<file path="config.mk">
export PLATFORM = sky130hd
export DESIGN_NAME = i2c_master_top
export DESIGN_NICKNAME = d
export VERILOG_FILES = /design/src/logic/i2c_pkg.sv /design/src/logic/i2c_line_io.sv /design/src/logic/i2c_master_top.sv /design/src/logic/i2c_wb_regs.sv /design/src/logic/i2c_xfer_ctrl.sv
export VERILOG_INCLUDE_DIRS = /design/src /design/src/logic
export SDC_FILE = /design/constraint.sdc
export NUM_CORES = 1
export LEC_CHECK = 0
export ABC_CLOCK_PERIOD_IN_PS = 5000
export BUFFER_PORTS_ARGS = -buffer_cell sky130_fd_sc_hd__clkbuf_2
export CELL_PAD_IN_SITES_DETAIL_PLACEMENT = 1
export CELL_PAD_IN_SITES_GLOBAL_PLACEMENT = 1
export CORE_ASPECT_RATIO = 0.9
export CORE_MARGIN = 3
export CORE_UTILIZATION = 45
export CTS_CLUSTER_DIAMETER = 50
export DETAILED_ROUTE_END_ITERATION = 7
export GPL_ROUTABILITY_DRIVEN = 0
export PLACE_DENSITY_LB_ADDON = 0.25
export SLEW_MARGIN = 20
export SYNTH_ARGS = -nofsm -noshare
export SYNTH_HDL_FRONTEND = slang
export SYNTH_SLANG_ARGS = --single-unit
</file>
<file path="constraint.sdc">
create_clock -name cr_intf -period 5 [get_ports cr_intf]
set_input_delay 0.25 -clock cr_intf [delete_from_list [all_inputs] [get_ports cr_intf]]
set_output_delay 0.25 -clock cr_intf [all_outputs]
set_load 0.02 [all_outputs]
</file>
<file path="src/logic/i2c_macros.svh">
// Widths, register offsets and reset values of the I2C master, included by i2c_pkg and the RTL
`ifndef I2C_MACROS_SVH
`define I2C_MACROS_SVH

// Wishbone port widths
`define I2C_WB_DATA_W   16
`define I2C_WB_ADR_W    2

// Register word offsets
`define I2C_REG_STATUS  2'd0
`define I2C_REG_ADDR    2'd1
`define I2C_REG_DATA    2'd2
`define I2C_REG_CLKDIV  2'd3

// Byte framing on the two-wire bus
`define I2C_BYTE_W      8
`define I2C_DATA_BYTES  2
// Address byte plus the data bytes
`define I2C_XFER_BITS   (`I2C_BYTE_W * (`I2C_DATA_BYTES + 1))

// Phase timer divider, slowest setting out of reset
`define I2C_CLKDIV_W    8
`define I2C_CLKDIV_RST  8'hFF

`endif

</file>
<file path="src/logic/i2c_pkg.sv">
// Types shared by the I2C master RTL and its testbench, pulled in with a wildcard import
`include "i2c_macros.svh"

package i2c_pkg;

  // Wishbone register port
  typedef logic [`I2C_WB_DATA_W-1:0] wb_data_t;
  typedef logic [`I2C_WB_ADR_W-1:0]  wb_adr_t;

  // Slave address byte, 7-bit address and R/W in bit 0
  typedef logic [`I2C_BYTE_W-1:0] slv_addr_t;

  // Data word sent MSB first after the address byte
  typedef logic [`I2C_DATA_BYTES*`I2C_BYTE_W-1:0] xfer_data_t;

  // Last count of the phase timer
  typedef logic [`I2C_CLKDIV_W-1:0] clk_div_t;

  // Bit position in the whole stream, has to reach I2C_XFER_BITS
  typedef logic [$clog2(`I2C_XFER_BITS + 1)-1:0] bit_cnt_t;

  // Transfer controller states
  typedef enum logic [2:0] {
    IDLE  = 3'd0,
    START = 3'd1,
    SHIFT = 3'd2,
    ACK   = 3'd3,
    STOP  = 3'd4
  } xfer_state_e;

endpackage

</file>
<file path="src/logic/i2c_line_io.sv">
// Open-drain pad side of the I2C master, registers the line enables and synchronizes SDA
`timescale 1ns/1ns

module i2c_line_io (
  input  logic cr_intf,
  input  logic rst_n,
  // Pull-low requests from the controller
  input  logic scl_low,
  input  logic sda_low,
  // SDA level seen at the pad
  input  logic sda_in,
  // Pad enables, high pulls the line low
  output logic scl_oe,
  output logic sda_oe,
  // SDA level in the clock domain
  output logic sda_sync
);

  logic sda_meta;

  // Enables come straight from flops so the pads never glitch
  // Reset releases both lines
  always_ff @(posedge cr_intf)
  begin
    if (!rst_n)
    begin
      scl_oe <= 1'b0;
      sda_oe <= 1'b0;
    end
    else
    begin
      scl_oe <= scl_low;
      sda_oe <= sda_low;
    end
  end

  // Two-flop synchronizer
  // Reset to the idle level of the pulled-up line
  always_ff @(posedge cr_intf)
  begin
    if (!rst_n)
    begin
      sda_meta <= 1'b1;
      sda_sync <= 1'b1;
    end
    else
    begin
      sda_meta <= sda_in;
      sda_sync <= sda_meta;
    end
  end

endmodule

</file>
<file path="src/logic/i2c_master_top.sv">
// Top of the write-only I2C master, Wishbone registers in and open-drain SCL/SDA enables out
`timescale 1ns/1ns

module i2c_master_top (
  input  logic              cr_intf,
  input  logic              rst_n,
  // Wishbone classic slave
  input  logic              wb_cyc,
  input  logic              wb_stb,
  input  logic              wb_we,
  input  i2c_pkg::wb_adr_t  wb_adr,
  input  i2c_pkg::wb_data_t wb_dat_w,
  output i2c_pkg::wb_data_t wb_dat_r,
  output logic              wb_ack,
  // Two-wire bus pads
  output logic              scl_oe,
  output logic              sda_oe,
  input  logic              sda_in
);

  import i2c_pkg::*;

  // Register block to controller
  logic       start_req;
  slv_addr_t  slv_addr;
  xfer_data_t xfer_data;
  clk_div_t   clk_div;

  // Controller status
  logic       busy;
  logic       nack;

  // Controller to line interface and back
  logic       scl_low;
  logic       sda_low;
  logic       sda_sync;

  i2c_wb_regs i2c_wb_regs_i (
    .cr_intf   (cr_intf),
    .rst_n     (rst_n),
    .wb_cyc    (wb_cyc),
    .wb_stb    (wb_stb),
    .wb_we     (wb_we),
    .wb_adr    (wb_adr),
    .wb_dat_w  (wb_dat_w),
    .wb_dat_r  (wb_dat_r),
    .wb_ack    (wb_ack),
    .busy      (busy),
    .nack      (nack),
    .start_req (start_req),
    .slv_addr  (slv_addr),
    .xfer_data (xfer_data),
    .clk_div   (clk_div)
  );

  i2c_xfer_ctrl i2c_xfer_ctrl_i (
    .cr_intf   (cr_intf),
    .rst_n     (rst_n),
    .start_req (start_req),
    .slv_addr  (slv_addr),
    .xfer_data (xfer_data),
    .clk_div   (clk_div),
    .sda_sync  (sda_sync),
    .busy      (busy),
    .nack      (nack),
    .scl_low   (scl_low),
    .sda_low   (sda_low)
  );

  i2c_line_io i2c_line_io_i (
    .cr_intf   (cr_intf),
    .rst_n     (rst_n),
    .scl_low   (scl_low),
    .sda_low   (sda_low),
    .sda_in    (sda_in),
    .scl_oe    (scl_oe),
    .sda_oe    (sda_oe),
    .sda_sync  (sda_sync)
  );

endmodule

</file>
<file path="src/logic/i2c_wb_regs.sv">
// Wishbone classic register block of the I2C master, holds the transfer setup and starts transfers
`timescale 1ns/1ns
`include "i2c_macros.svh"

module i2c_wb_regs (
  input  logic                cr_intf,
  input  logic                rst_n,
  // Wishbone classic slave
  input  logic                wb_cyc,
  input  logic                wb_stb,
  input  logic                wb_we,
  input  i2c_pkg::wb_adr_t    wb_adr,
  input  i2c_pkg::wb_data_t   wb_dat_w,
  output i2c_pkg::wb_data_t   wb_dat_r,
  output logic                wb_ack,
  // Status from the transfer controller
  input  logic                busy,
  input  logic                nack,
  // Transfer setup towards the controller
  output logic                start_req,
  output i2c_pkg::slv_addr_t  slv_addr,
  output i2c_pkg::xfer_data_t xfer_data,
  output i2c_pkg::clk_div_t   clk_div
);

  import i2c_pkg::*;

  logic     wb_hit;
  logic     wr_hit;
  wb_data_t rd_word;

  // Active cycle not acked yet
  // Blocking on wb_ack keeps a held strobe from getting a second ack
  assign wb_hit = wb_cyc & wb_stb & ~wb_ack;
  assign wr_hit = wb_hit & wb_we;

  // Ack and start pulse, both one clock wide
  always_ff @(posedge cr_intf)
  begin
    if (!rst_n)
    begin
      wb_ack    <= 1'b0;
      start_req <= 1'b0;
    end
    else
    begin
      wb_ack    <= wb_hit;
      // Any write to status starts a transfer, the data is ignored
      start_req <= wr_hit && (wb_adr == `I2C_REG_STATUS);
    end
  end

  // Setup registers, updated on the same edge that raises the ack
  always_ff @(posedge cr_intf)
  begin
    if (!rst_n)
    begin
      slv_addr  <= '0;
      xfer_data <= '0;
      clk_div   <= `I2C_CLKDIV_RST;
    end
    else
    begin
      if (wr_hit && (wb_adr == `I2C_REG_ADDR))
        slv_addr <= wb_dat_w[$bits(slv_addr_t)-1:0];
      if (wr_hit && (wb_adr == `I2C_REG_DATA))
        xfer_data <= wb_dat_w[$bits(xfer_data_t)-1:0];
      if (wr_hit && (wb_adr == `I2C_REG_CLKDIV))
        clk_div <= wb_dat_w[$bits(clk_div_t)-1:0];
    end
  end

  // Read mux, upper bits stay zero
  always_comb
  begin
    rd_word = '0;
    case (wb_adr)
      `I2C_REG_STATUS:
      begin
        rd_word[0] = busy;
        rd_word[1] = nack;
      end
      `I2C_REG_ADDR:
        rd_word[$bits(slv_addr_t)-1:0] = slv_addr;
      `I2C_REG_DATA:
        rd_word[$bits(xfer_data_t)-1:0] = xfer_data;
      `I2C_REG_CLKDIV:
        rd_word[$bits(clk_div_t)-1:0] = clk_div;
      default:
        rd_word = '0;
    endcase
  end

  // Read data registered together with the ack
  always_ff @(posedge cr_intf)
  begin
    if (wb_hit && !wb_we)
      wb_dat_r <= rd_word;
  end

endmodule

</file>
<file path="src/logic/i2c_xfer_ctrl.sv">
// I2C write transfer controller, sequences START, address, two data bytes, acks and STOP
`timescale 1ns/1ns
`include "i2c_macros.svh"

module i2c_xfer_ctrl (
  input  logic                cr_intf,
  input  logic                rst_n,
  // Setup from the register block
  input  logic                start_req,
  input  i2c_pkg::slv_addr_t  slv_addr,
  input  i2c_pkg::xfer_data_t xfer_data,
  input  i2c_pkg::clk_div_t   clk_div,
  // Synchronized SDA level from the line interface
  input  logic                sda_sync,
  // Status back to the register block
  output logic                busy,
  output logic                nack,
  // Pull-low requests towards the line interface
  output logic                scl_low,
  output logic                sda_low
);

  import i2c_pkg::*;

  localparam int SHIFT_W   = `I2C_XFER_BITS;
  localparam int BIT_IDX_W = $clog2(`I2C_BYTE_W);
  // One extra bit so clk_div+1 never wraps
  localparam int TICK_W    = $bits(clk_div_t) + 1;

  xfer_state_e        state;
  xfer_state_e        state_nxt;

  clk_div_t           phase_cnt;
  logic [TICK_W-1:0]  cnt_ext;
  logic [TICK_W-1:0]  phase_len;
  logic [TICK_W-1:0]  quarter_pt;
  logic [TICK_W-1:0]  half_pt;
  logic [TICK_W-1:0]  three_q_pt;
  logic               phase_end;
  logic               scl_hi_win;

  logic               start_ok;
  logic               byte_end;
  logic               last_byte;
  logic               ack_tick;
  logic               ack_fail;

  bit_cnt_t           bit_cnt;
  logic [SHIFT_W-1:0] shift_q;

  // Phase is clk_div+1 clocks long, split into quarters
  assign phase_len  = {1'b0, clk_div} + 1'b1;
  assign quarter_pt = phase_len >> 2;
  assign half_pt    = phase_len >> 1;
  assign three_q_pt = quarter_pt + half_pt;
  assign cnt_ext    = {1'b0, phase_cnt};

  // Greater-or-equal so a divider lowered mid-phase still wraps
  assign phase_end  = (phase_cnt >= clk_div);

  // SCL high over the middle half of a bit or ack phase
  assign scl_hi_win = (cnt_ext >= quarter_pt) && (cnt_ext < three_q_pt);

  // Start is only taken from IDLE
  assign start_ok   = (state == IDLE) && start_req;

  // Eighth bit of a byte finishing
  assign byte_end   = phase_end && (bit_cnt[BIT_IDX_W-1:0] == BIT_IDX_W'(`I2C_BYTE_W - 1));

  // All bytes out, the current ack is the last one
  assign last_byte  = (bit_cnt == bit_cnt_t'(SHIFT_W));

  // Ack sample point
  // Later than mid-phase by the pad register and the two sync flops
  assign ack_tick   = (state == ACK) && (cnt_ext == three_q_pt);

  // Sample can land on the wrap clock with the smallest divider
  assign ack_fail   = nack | (ack_tick & sda_sync);

  assign busy       = (state != IDLE);

  // Next state
  always_comb
  begin
    state_nxt = state;
    case (state)
      IDLE:
      begin
        if (start_req)
          state_nxt = START;
      end
      START:
      begin
        if (phase_end)
          state_nxt = SHIFT;
      end
      SHIFT:
      begin
        if (byte_end)
          state_nxt = ACK;
      end
      ACK:
      begin
        // A NACK ends the transfer right here
        if (phase_end)
          state_nxt = (ack_fail || last_byte) ? STOP : SHIFT;
      end
      STOP:
      begin
        if (phase_end)
          state_nxt = IDLE;
      end
      default:
        state_nxt = IDLE;
    endcase
  end

  // State, phase timer, bit counter and sticky NACK
  always_ff @(posedge cr_intf)
  begin
    if (!rst_n)
    begin
      state     <= IDLE;
      phase_cnt <= '0;
      bit_cnt   <= '0;
      nack      <= 1'b0;
    end
    else
    begin
      state <= state_nxt;

      // Timer parked at zero while idle
      if ((state == IDLE) || phase_end)
        phase_cnt <= '0;
      else
        phase_cnt <= phase_cnt + 1'b1;

      if (start_ok)
        bit_cnt <= '0;
      else if ((state == SHIFT) && phase_end)
        bit_cnt <= bit_cnt + 1'b1;

      // Cleared by an accepted start, set by SDA high at the ack sample
      if (start_ok)
        nack <= 1'b0;
      else if (ack_tick && sda_sync)
        nack <= 1'b1;
    end
  end

  // Address and data latched at start, MSB leaves first
  always_ff @(posedge cr_intf)
  begin
    if (start_ok)
      shift_q <= {slv_addr, xfer_data};
    else if ((state == SHIFT) && phase_end)
      shift_q <= shift_q << 1;
  end

  // Line requests, SDA only moves at a phase boundary
  always_comb
  begin
    scl_low = 1'b0;
    sda_low = 1'b0;
    case (state)
      START:
      begin
        // SDA drops with SCL high, SCL follows at mid-phase
        sda_low = 1'b1;
        scl_low = (cnt_ext >= half_pt);
      end
      SHIFT:
      begin
        scl_low = ~scl_hi_win;
        sda_low = ~shift_q[SHIFT_W-1];
      end
      ACK:
      begin
        // SDA released for the slave
        scl_low = ~scl_hi_win;
      end
      STOP:
      begin
        // SCL up at the first quarter, SDA up at mid-phase
        scl_low = (cnt_ext < quarter_pt);
        sda_low = (cnt_ext < half_pt);
      end
      default:
      begin
        scl_low = 1'b0;
        sda_low = 1'b0;
      end
    endcase
  end

endmodule

</file>
==> results of run 1 <==
## worst register-to-register path: stages (launching register included)
cell	delay [ns]
dfxtp_1	0.44
ha_1	0.24
nand3_1	0.13
xnor2_2	0.41
inv_1	0.22
xnor2_1	0.18
o21ai_1	0.36
o21ai_0	0.14
nor2_1	0.11
a21oi_1	0.06
xnor2_1	0.13
ha_1	0.21
a2111oi_0	0.38
o21ai_0	0.17
o2111ai_1	0.13
a21oi_1	0.08
o21ai_0	0.15
a31oi_1	0.09
## state kept, by name, summed over array words and instances (netlist names)
signal,cells
i2c_xfer_ctrl_i.shift_q,24
i2c_wb_regs_i.wb_dat_r,16
i2c_wb_regs_i.xfer_data,16
i2c_wb_regs_i.clk_div,8
i2c_wb_regs_i.slv_addr,8
i2c_xfer_ctrl_i.phase_cnt,8
i2c_xfer_ctrl_i.bit_cnt,5
i2c_xfer_ctrl_i.state,3
i2c_line_io_i.scl_oe,1
i2c_line_io_i.sda_meta,1
i2c_line_io_i.sda_oe,1
i2c_line_io_i.sda_sync,1
i2c_wb_regs_i.start_req,1
i2c_wb_regs_i.wb_ack,1
i2c_xfer_ctrl_i.nack,1
## layer usage
| metal | track usage (%) | wire length, µm | share of wire [%] | vias up |
|---|---|---|---|---|
| li1 | - | - | - | 1900 |
| met3 | 4.04 | 563 | 4.3 | 13 |
| met2 | 34.8 | 6040 | 46 | 80 |
| met5 | 0 | 0 | 0 | - |
| met4 | 5.57 | 176 | 1.3 | 0 |
| met1 | 32.2 | 6430 | 49 | 1954 |
## synth_stat cells (all sizes together), types with 3 or more instances
cell type and n:
nand2 120, dfxtp 55, edfxtp 40, nor2 40
ha 33, a21oi 29, inv 26, clkbuf 20
xnor2 18, mux2i 12, nand3 12, o21ai 10
xor2 10, and2 9, and3 9, o211ai 9
a211oi 6, a22o 6, mux2 6, nand2b 6
nor3 6, nand4 5, nor2b 4, a21o 3
a31oi 3, maj3 3, nor4 3, o2111ai 3
o21a 3
## layout make-up
type	count	area, µm²	share of cell area, %
Clock inverter	5	37.5	0.668
Inverter	26	100	1.78
Multi-Input combinational cell	387	2540	45.2
Tap cell	148	185	3.29
Timing Repair Buffer	44	225	4.01
Sequential cell	95	2300	40.9
Clock buffer	11	233	4.14
## layout by cell type, fill, tap and decap left out, types with 11 or more instances in the layout
| cell type | instances |
|---|---|
| dfxtp_1 | 55 |
| clkbuf_2 | 42 |
| inv_1 | 23 |
| nand3_1 | 11 |
| a21oi_1 | 29 |
| nand2_1 | 120 |
| ha_1 | 33 |
| nor2_1 | 40 |
| edfxtp_1 | 40 |
| mux2i_1 | 12 |
| xnor2_1 | 15 |
## cells by family after synthesis
kind of cell / count (synthesis)
xor+xnor: 28
buf+inv: 47
simple gates: 219
flops: 95
compound gates: 83
fa+ha+maj: 37
mux: 20
## power groups by stage
| stage | Combinational [mW] | Sequential [mW] | Clock [mW] |
|---|---|---|---|
| 3_5_place_dp | 0.202 | 0.839 | 0 |
| 5_1_grt | 0.226 | 0.822 | 0.682 |
| 3_3_place_gp | 0.196 | 0.838 | 0 |
| 6_report | 0.205 | 0.821 | 0.638 |
| 4_1_cts | 0.205 | 0.821 | 0.656 |
| 2_1_floorplan | 0.138 | 0.842 | 0 |
## how the worst min path moves through the flow
| stage | start | end | slack [ns] | cells after the start |
|---|---|---|---|---|
| after floorplan | rst_n | i2c_line_io_i.sda_sync | 0.32 | 1 |
| after global placement | i2c_line_io_i.sda_meta | i2c_line_io_i.sda_sync | 0.39 | 1 |
| after detailed placement | i2c_line_io_i.sda_meta | i2c_line_io_i.sda_sync | 0.42 | 1 |
| after CTS | sda_in | i2c_line_io_i.sda_meta | 0.08 | 2 |
| after global routing | sda_in | i2c_line_io_i.sda_meta | 0.09 | 2 |
| final | sda_in | i2c_line_io_i.sda_meta | 0.09 | 2 |
## through the flow
| stage | std cells | power [mW] | hold slack, ns |
|---|---|---|---|
| 2_1_floorplan | 529 | 0.981 | 0.323 |
| 3_3_place_gp | 700 | 1.03 | 0.394 |
| 3_5_place_dp | 700 | 1.04 | 0.423 |
| 4_1_cts | 716 | 1.68 | 0.0821 |
| 5_1_grt | 716 | 1.73 | 0.0905 |
| 6_report | 716 | 1.67 | 0.0881 |
==> summary.txt, run 1 <==
Job
  – Max Cap Viol: 0

Setup path
  – Worst r2r dst: i2c_line_io_i.scl_oe
  – CP max-delay cell: dfxtp_1
  – Critical Path Start Type: flip-flop
  – Crit Path Class: reg2reg
  – Crit end category: flip-flop
  – CP dominant cell by count: o21ai_0
  – CP max stage delay: 0.44 ns
  – Critical path cell sequence: ha_1 -> nand3_1 -> xnor2_2 -> inv_1 -> xnor2_1 -> o21ai_1 -> o21ai_0 -> nor2_1 -> a21oi_1 -> xnor2_1 -> ha_1 -> a2111oi_0 -> o21ai_0 -> o2111ai_1 -> a21oi_1 -> o21ai_0 -> a31oi_1
  – R2r startpoint: i2c_wb_regs_i.clk_div[0]
  – Critical path depth in cells: 17
  – R2R cell count: 17
  – CP max FO: 7
  – WP buf/inv: 1
  – CP Data Required Time: 5.20 ns
  – Family with the most delay on the worst path: compound AO/OA/AOI/OAI gates
  – Crit path launch: i2c_wb_regs_i.clk_div[0]
  – Worst setup path endpoint: i2c_line_io_i.scl_oe
  – R2R setup slack: 1.24 ns
  – CP arrival: 3.96 ns

Placed design
  – Detail Placement HPWL: 9540 µm
  – DP Worst Slack: 1.22 ns
  – DP Area: 5350 µm²
  – Quantity of I/O buffers inserted on ports: 42

Synth
  – Post-synthesis adder-cell area fraction: 9.24%
  – Synthesized instance count: 529
  – Yosys top cell area share: 24.0%
  – Main combinational cell family by area after synthesis: simple AND/OR/NAND/NOR gates
  – Simple-Gate Fraction of Synth Area: 19.6%
  – Post-synthesis xor/xnor area fraction: 5.57%
  – Number of synthesized flops with an enable pin: 40
  – #FFs+latches synth: 95
  – Mapped Area: 5010 µm²
  – Synth Net Count: 587
  – Yosys cell types: 57
  – Compound-gate portion of the synthesized area: 11.4%
  – Sequential cell area fraction in the yosys report: 45.9%
  – Avg Synthesized Cell Area: 9.47 µm²
  – Ys flop type: dfxtp_1
  – Asr flop ratio synth: 0%
  – Synth top area cells: edfxtp_1, dfxtp_1, nand2_1, ha_1, nor2_1
  – Ys Warns: 0
  – Area leader, netlist: edfxtp_1
  – Mux contribution to synthesized area: 4.64%

Drt
  – DR WL/cell: 18.4 µm
  – DRT Pass-1 Iters: 4
  – DR vias: 3947
  – Starting DRT DRC Count: 194
  – DRC viols: 0
  – Final wirelength: 13200 µm
  – Antenna-violating nets left: 0
  – Vias per cell: 5.51

STA
  – Slew @ Worst Pin: 1.01 ns
  – Final hold vios: 0
  – RSZ-0062 raised after global routing: no
  – Fin crit share: 75.3%
  – Max_slew headroom: 32.5%
  – Endpoints failing setup: 0
  – Maximum clock rate: 266 MHz
  – Post-route minimum period: 3.76 ns
  – Setup Skew: 0.00662 ns
  – Worst Slack Setup Final: 1.24 ns
  – Setup TNS: 0 ns
  – Slew Limit Fails: 0

Global routing
  – Initial antenna violation count: 0
  – Global-route wire length before repair: 21500 µm
  – Grt ovf: 0
  – Largest net degree at the start of global routing: 30
  – Vias in the first global route: 4073
  – GR Util All Layers: 22.4%

Pwr
  – Clk pwr share: 38.3%
  – Gate power share: 12.3%
  – Internal: 1.24 mW
  – Sw Share: 25.8%
  – PwrDens: 296 nW/µm²
  – Static Leakage: 2.33 nW
  – Seq pwr share: 49.3%
  – VDD IR-drop max: 0.189 mV
  – NetSw: 0.429 mW

Finish
  – Layout cells sized above 1: 14.4%
  – Fin area: 5620 µm²
  – Antenna diodes: 0
  – Core Util, Final: 53.3%
  – Area growth from synthesis to layout: 12.2%
  – Nets: 621
  – # fillers: 1221

Floorplanning
  – Initial cell density of the core: 47.5%
  – Width of the die: 117 µm
  – Core Area: 10600 µm²
  – Die Ht: 106 µm
  – IO Pins: 43
  – Full die area: 12400 µm²
  – # rows: 35

CTS
  – Clk buf depth: 2
  – Root Buffer Master: clkbuf_16
  – Htree depth: 3
  – Clk sinks: 95
  – Setup Buffers After CTS: 0
  – CTS Buf Count: 9
  – Clock transition at the registers of the reported paths: 0.06 ns
  – Hold buffers post-CTS: 0
  – CTS resizes: 0
  – Clock Latency Late Sink: 0.35 ns
  – CTS tree: built

Min path
  – Hold/Removal Path Class: in2reg

Outcome
  – Status: complete, no violations
(Power assumes the default switching activity.)
==> run 2: changes to the inputs <==
--- a/config.mk
+++ b/config.mk
@@ -6,13 +6,13 @@
 export SDC_FILE = /design/constraint.sdc
 export NUM_CORES = 1
 export LEC_CHECK = 0
-export ABC_CLOCK_PERIOD_IN_PS = 5000
+export ABC_CLOCK_PERIOD_IN_PS = 3200
 export BUFFER_PORTS_ARGS = -buffer_cell sky130_fd_sc_hd__clkbuf_2
 export CELL_PAD_IN_SITES_DETAIL_PLACEMENT = 1
 export CELL_PAD_IN_SITES_GLOBAL_PLACEMENT = 1
 export CORE_ASPECT_RATIO = 0.9
 export CORE_MARGIN = 3
-export CORE_UTILIZATION = 45
+export CORE_UTILIZATION = 42
 export CTS_CLUSTER_DIAMETER = 50
 export DETAILED_ROUTE_END_ITERATION = 7
 export GPL_ROUTABILITY_DRIVEN = 0
==> constraint.sdc (replaced) <==
create_clock -name cr_intf -period 3.2 [get_ports cr_intf]
set_input_delay 0.16 -clock cr_intf [delete_from_list [all_inputs] [get_ports cr_intf]]
set_output_delay 0.16 -clock cr_intf [all_outputs]
set_load 0.02 [all_outputs]
==> summary.txt, run 2 (same netlist as run 1, synthesis figures left out) <==
Global routing
  – Global-route wire length before repair: 22500 µm (was 21500 µm)
  – Vias in the first global route: 4185 (was 4073)
  – Largest net degree at the start of global routing: 25 (was 30)
  – GR Util All Layers: 22.1% (was 22.4%)
  – Initial antenna violation count: 0 (unchanged)
  – Grt ovf: 0 (unchanged)

Finish
  – Largest register FFs: 24 (unchanged)
  – Most common cell after layout, fill and taps aside: nand2_1 (unchanged)
  – Layout cells sized above 1: 21.9% (was 14.4%)
  – Antenna diodes: 0 (unchanged)
  – Most flops, register: i2c_xfer_ctrl_i.shift_q (unchanged)
  – Area growth from synthesis to layout: 21.4% (was 12.2%)
  – Most frequent cells in the layout: nand2_1, dfxtp_1, clkbuf_2 (unchanged)
  – Largest registers: i2c_xfer_ctrl_i.shift_q (24), i2c_wb_regs_i.wb_dat_r (16), i2c_wb_regs_i.xfer_data (16) (unchanged)
  – Nets: 655 (was 621)
  – # fillers: 1304 (was 1221)
  – Final Non-Filler Cells: 758 (was 716)
  – Fin area: 6080 µm² (was 5620 µm²)

Setup path
  – Critical path cell sequence: buf_6 -> and3_4 -> xnor2_4 -> inv_4 -> ha_4 -> a21oi_4 -> o21ai_4 -> buf_4 -> nor2b_1 -> a21oi_1 -> o211a_1 -> mux2i_1 -> ha_1 -> nand4_1 -> nor4_4 -> o31a_1 -> a32o_2 (was ha_1 -> nand3_1 -> xnor2_2 -> inv_1 -> xnor2_1 -> o21ai_1 -> o21ai_0 -> nor2_1 -> a21oi_1 -> xnor2_1 -> ha_1 -> a2111oi_0 -> o21ai_0 -> o2111ai_1 -> a21oi_1 -> o21ai_0 -> a31oi_1)
  – CP max-delay cell: dfxtp_2 (was dfxtp_1)
  – CP Data Required Time: 3.44 ns (was 5.20 ns)
  – CP arrival: 3.51 ns (was 3.96 ns)
  – CP max FO: 4 (was 7)
  – CP max stage delay: 0.34 ns (was 0.44 ns)
  – Crit Path Class: reg2reg (unchanged)
  – Family with the most delay on the worst path: compound AO/OA/AOI/OAI gates (unchanged)
  – WP buf/inv: 3 (was 1)
  – Critical Path Start Type: flip-flop (unchanged)
  – Crit end category: flip-flop (unchanged)

STA
  – Post-route minimum period: 3.26 ns (was 3.76 ns)
  – Maximum clock rate: 306 MHz (was 266 MHz)
  – Slew @ Worst Pin: 0.898 ns (was 1.01 ns)
  – Final hold vios: 0 (unchanged)
  – Setup Skew: 0.00923 ns (was 0.00662 ns)
  – Max_slew headroom: 40.0% (was 32.5%)
  – Fin crit share: 102% (was 75.3%)
  – Worst Slack Setup Final: -0.0645 ns (was 1.24 ns)
  – Endpoints failing setup: 2 (was 0)
  – RSZ-0062 raised after global routing: yes (was no)
  – Slew Limit Fails: 0 (unchanged)

Pwr
  – Static Leakage: 2.55 nW (was 2.33 nW)
  – VDD IR-drop max: 0.282 mV (was 0.189 mV)
  – PwrDens: 471 nW/µm² (was 296 nW/µm²)

Floorplanning
  – Initial cell density of the core: 43.5% (was 47.5%)
  – # rows: 37 (was 35)
  – Width of the die: 121 µm (was 117 µm)
  – Core Area: 11500 µm² (was 10600 µm²)
  – Full die area: 13300 µm² (was 12400 µm²)
  – Die Ht: 110 µm (was 106 µm)
  – IO Pins: 43 (unchanged)

Drt
  – Vias per cell: 5.44 (was 5.51)
  – DR WL/cell: 19.2 µm (was 18.4 µm)
  – DRC viols: 0 (unchanged)
  – DR vias: 4120 (was 3947)
  – Starting DRT DRC Count: 305 (was 194)
  – Final wirelength: 14500 µm (was 13200 µm)
  – Antenna-violating nets left: 0 (unchanged)
  – DRT Pass-1 Iters: 4 (unchanged)

Min path
  – Hold/Removal Path Class: in2reg (unchanged)

CTS
  – Clock transition at the registers of the reported paths: 0.07 ns (was 0.06 ns)
  – Root Buffer Master: clkbuf_16 (unchanged)
  – CTS tree: built (unchanged)
  – CTS Buf Count: 9 (unchanged)
  – Htree depth: 3 (unchanged)
  – Clock Latency Late Sink: 0.36 ns (was 0.35 ns)
  – Clk sinks: 95 (unchanged)
  – Clk buf depth: 2 (unchanged)

Outcome
  – Failing checks: negative setup slack
  – Status: complete, but fails checks (was complete, no violations)

Placed design
  – Detail Placement HPWL: 10300 µm (was 9540 µm)
  – DP Area: 5590 µm² (was 5350 µm²)
  – Quantity of I/O buffers inserted on ports: 42 (unchanged)
  – Placed Cells: 737 (was 700)

Job
  – Max Cap Viol: 0 (unchanged)
## run 2: power by group
| part | switching, mW | leakage (nW) | internal [mW] |
|---|---|---|---|
| clock network | 0.492 | 0.153 | 0.691 |
| registers | 0.0103 | 0.802 | 1.27 |
| logic | 0.225 | 1.59 | 0.173 |
| total | 0.727 | 2.55 | 2.14 |
## run 2: per-stage QoR
| stage | setup WS [ns] | util, % | setup TNS, ns | total power, mW | hold WS [ns] |
|---|---|---|---|---|---|
| after global placement | -0.0114 | 48.5 | -0.0114 | 1.64 | 0.342 |
| after CTS | 0.0238 | 51.9 | 0 | 2.84 | 0.0143 |
| after global routing | -0.221 | 52.8 | -0.591 | 2.97 | 0.0202 |
| final | -0.0645 | 52.8 | -0.100 | 2.86 | 0.0204 |
| after detailed placement | -0.256 | 48.5 | -0.830 | 1.66 | 0.355 |
| after floorplan | 0.0102 | - | 0 | 1.53 | 0.233 |
## run 2: cell type report
cell class              count  area [µm²]  area share [%]
clock buffers              10         229            3.76
clock inverters             6        93.8            1.54
inverters                  26         100            1.65
multi-input cells         387        2670            43.9
flip-flops and latches     95        2300            37.9
well taps                 156         195            3.21
repair buffers             78         490            8.06
## run 2: tightest hold or removal path: cells and delay by family
kind	cells	cell delay, ns
AO/OA/AOI/OAI	1	0.05
buffers and inverters	1	0.08
AND/OR/NAND/NOR	1	0.04
## run 2: path summary, 6_finish.rpt
check | start | end | slack [ns] | cells past startpoint
worst max-delay path | i2c_wb_regs_i.clk_div[0] | i2c_xfer_ctrl_i.state[2] | -0.06 | 17
worst max register to register | i2c_wb_regs_i.clk_div[0] | i2c_xfer_ctrl_i.state[2] | -0.06 | 17
worst min-delay path | wb_dat_w[11] | i2c_wb_regs_i.xfer_data[11] | 0.02 | 3
worst min register to register | i2c_line_io_i.sda_meta | i2c_line_io_i.sda_sync | 0.41 | 1
## run 2: per-layer routing
| layer | up-vias | GRT usage [%] | routed length [µm] |
|---|---|---|---|
| met5 | - | 0 | 0 |
| met2 | 82 | 35.1 | 6910 |
| met4 | 0 | 5.84 | 169 |
| met1 | 2059 | 30.9 | 6890 |
| li1 | 1967 | - | - |
| met3 | 12 | 4.68 | 568 |
## run 2: repair_timing
item,in CTS,in global routing
resized for setup,14,15
hold buffers,1,0
setup buffers,0,4
endpoints found under the setup margin,28,4
endpoints found under the hold margin,1,0
pin swaps,3,15
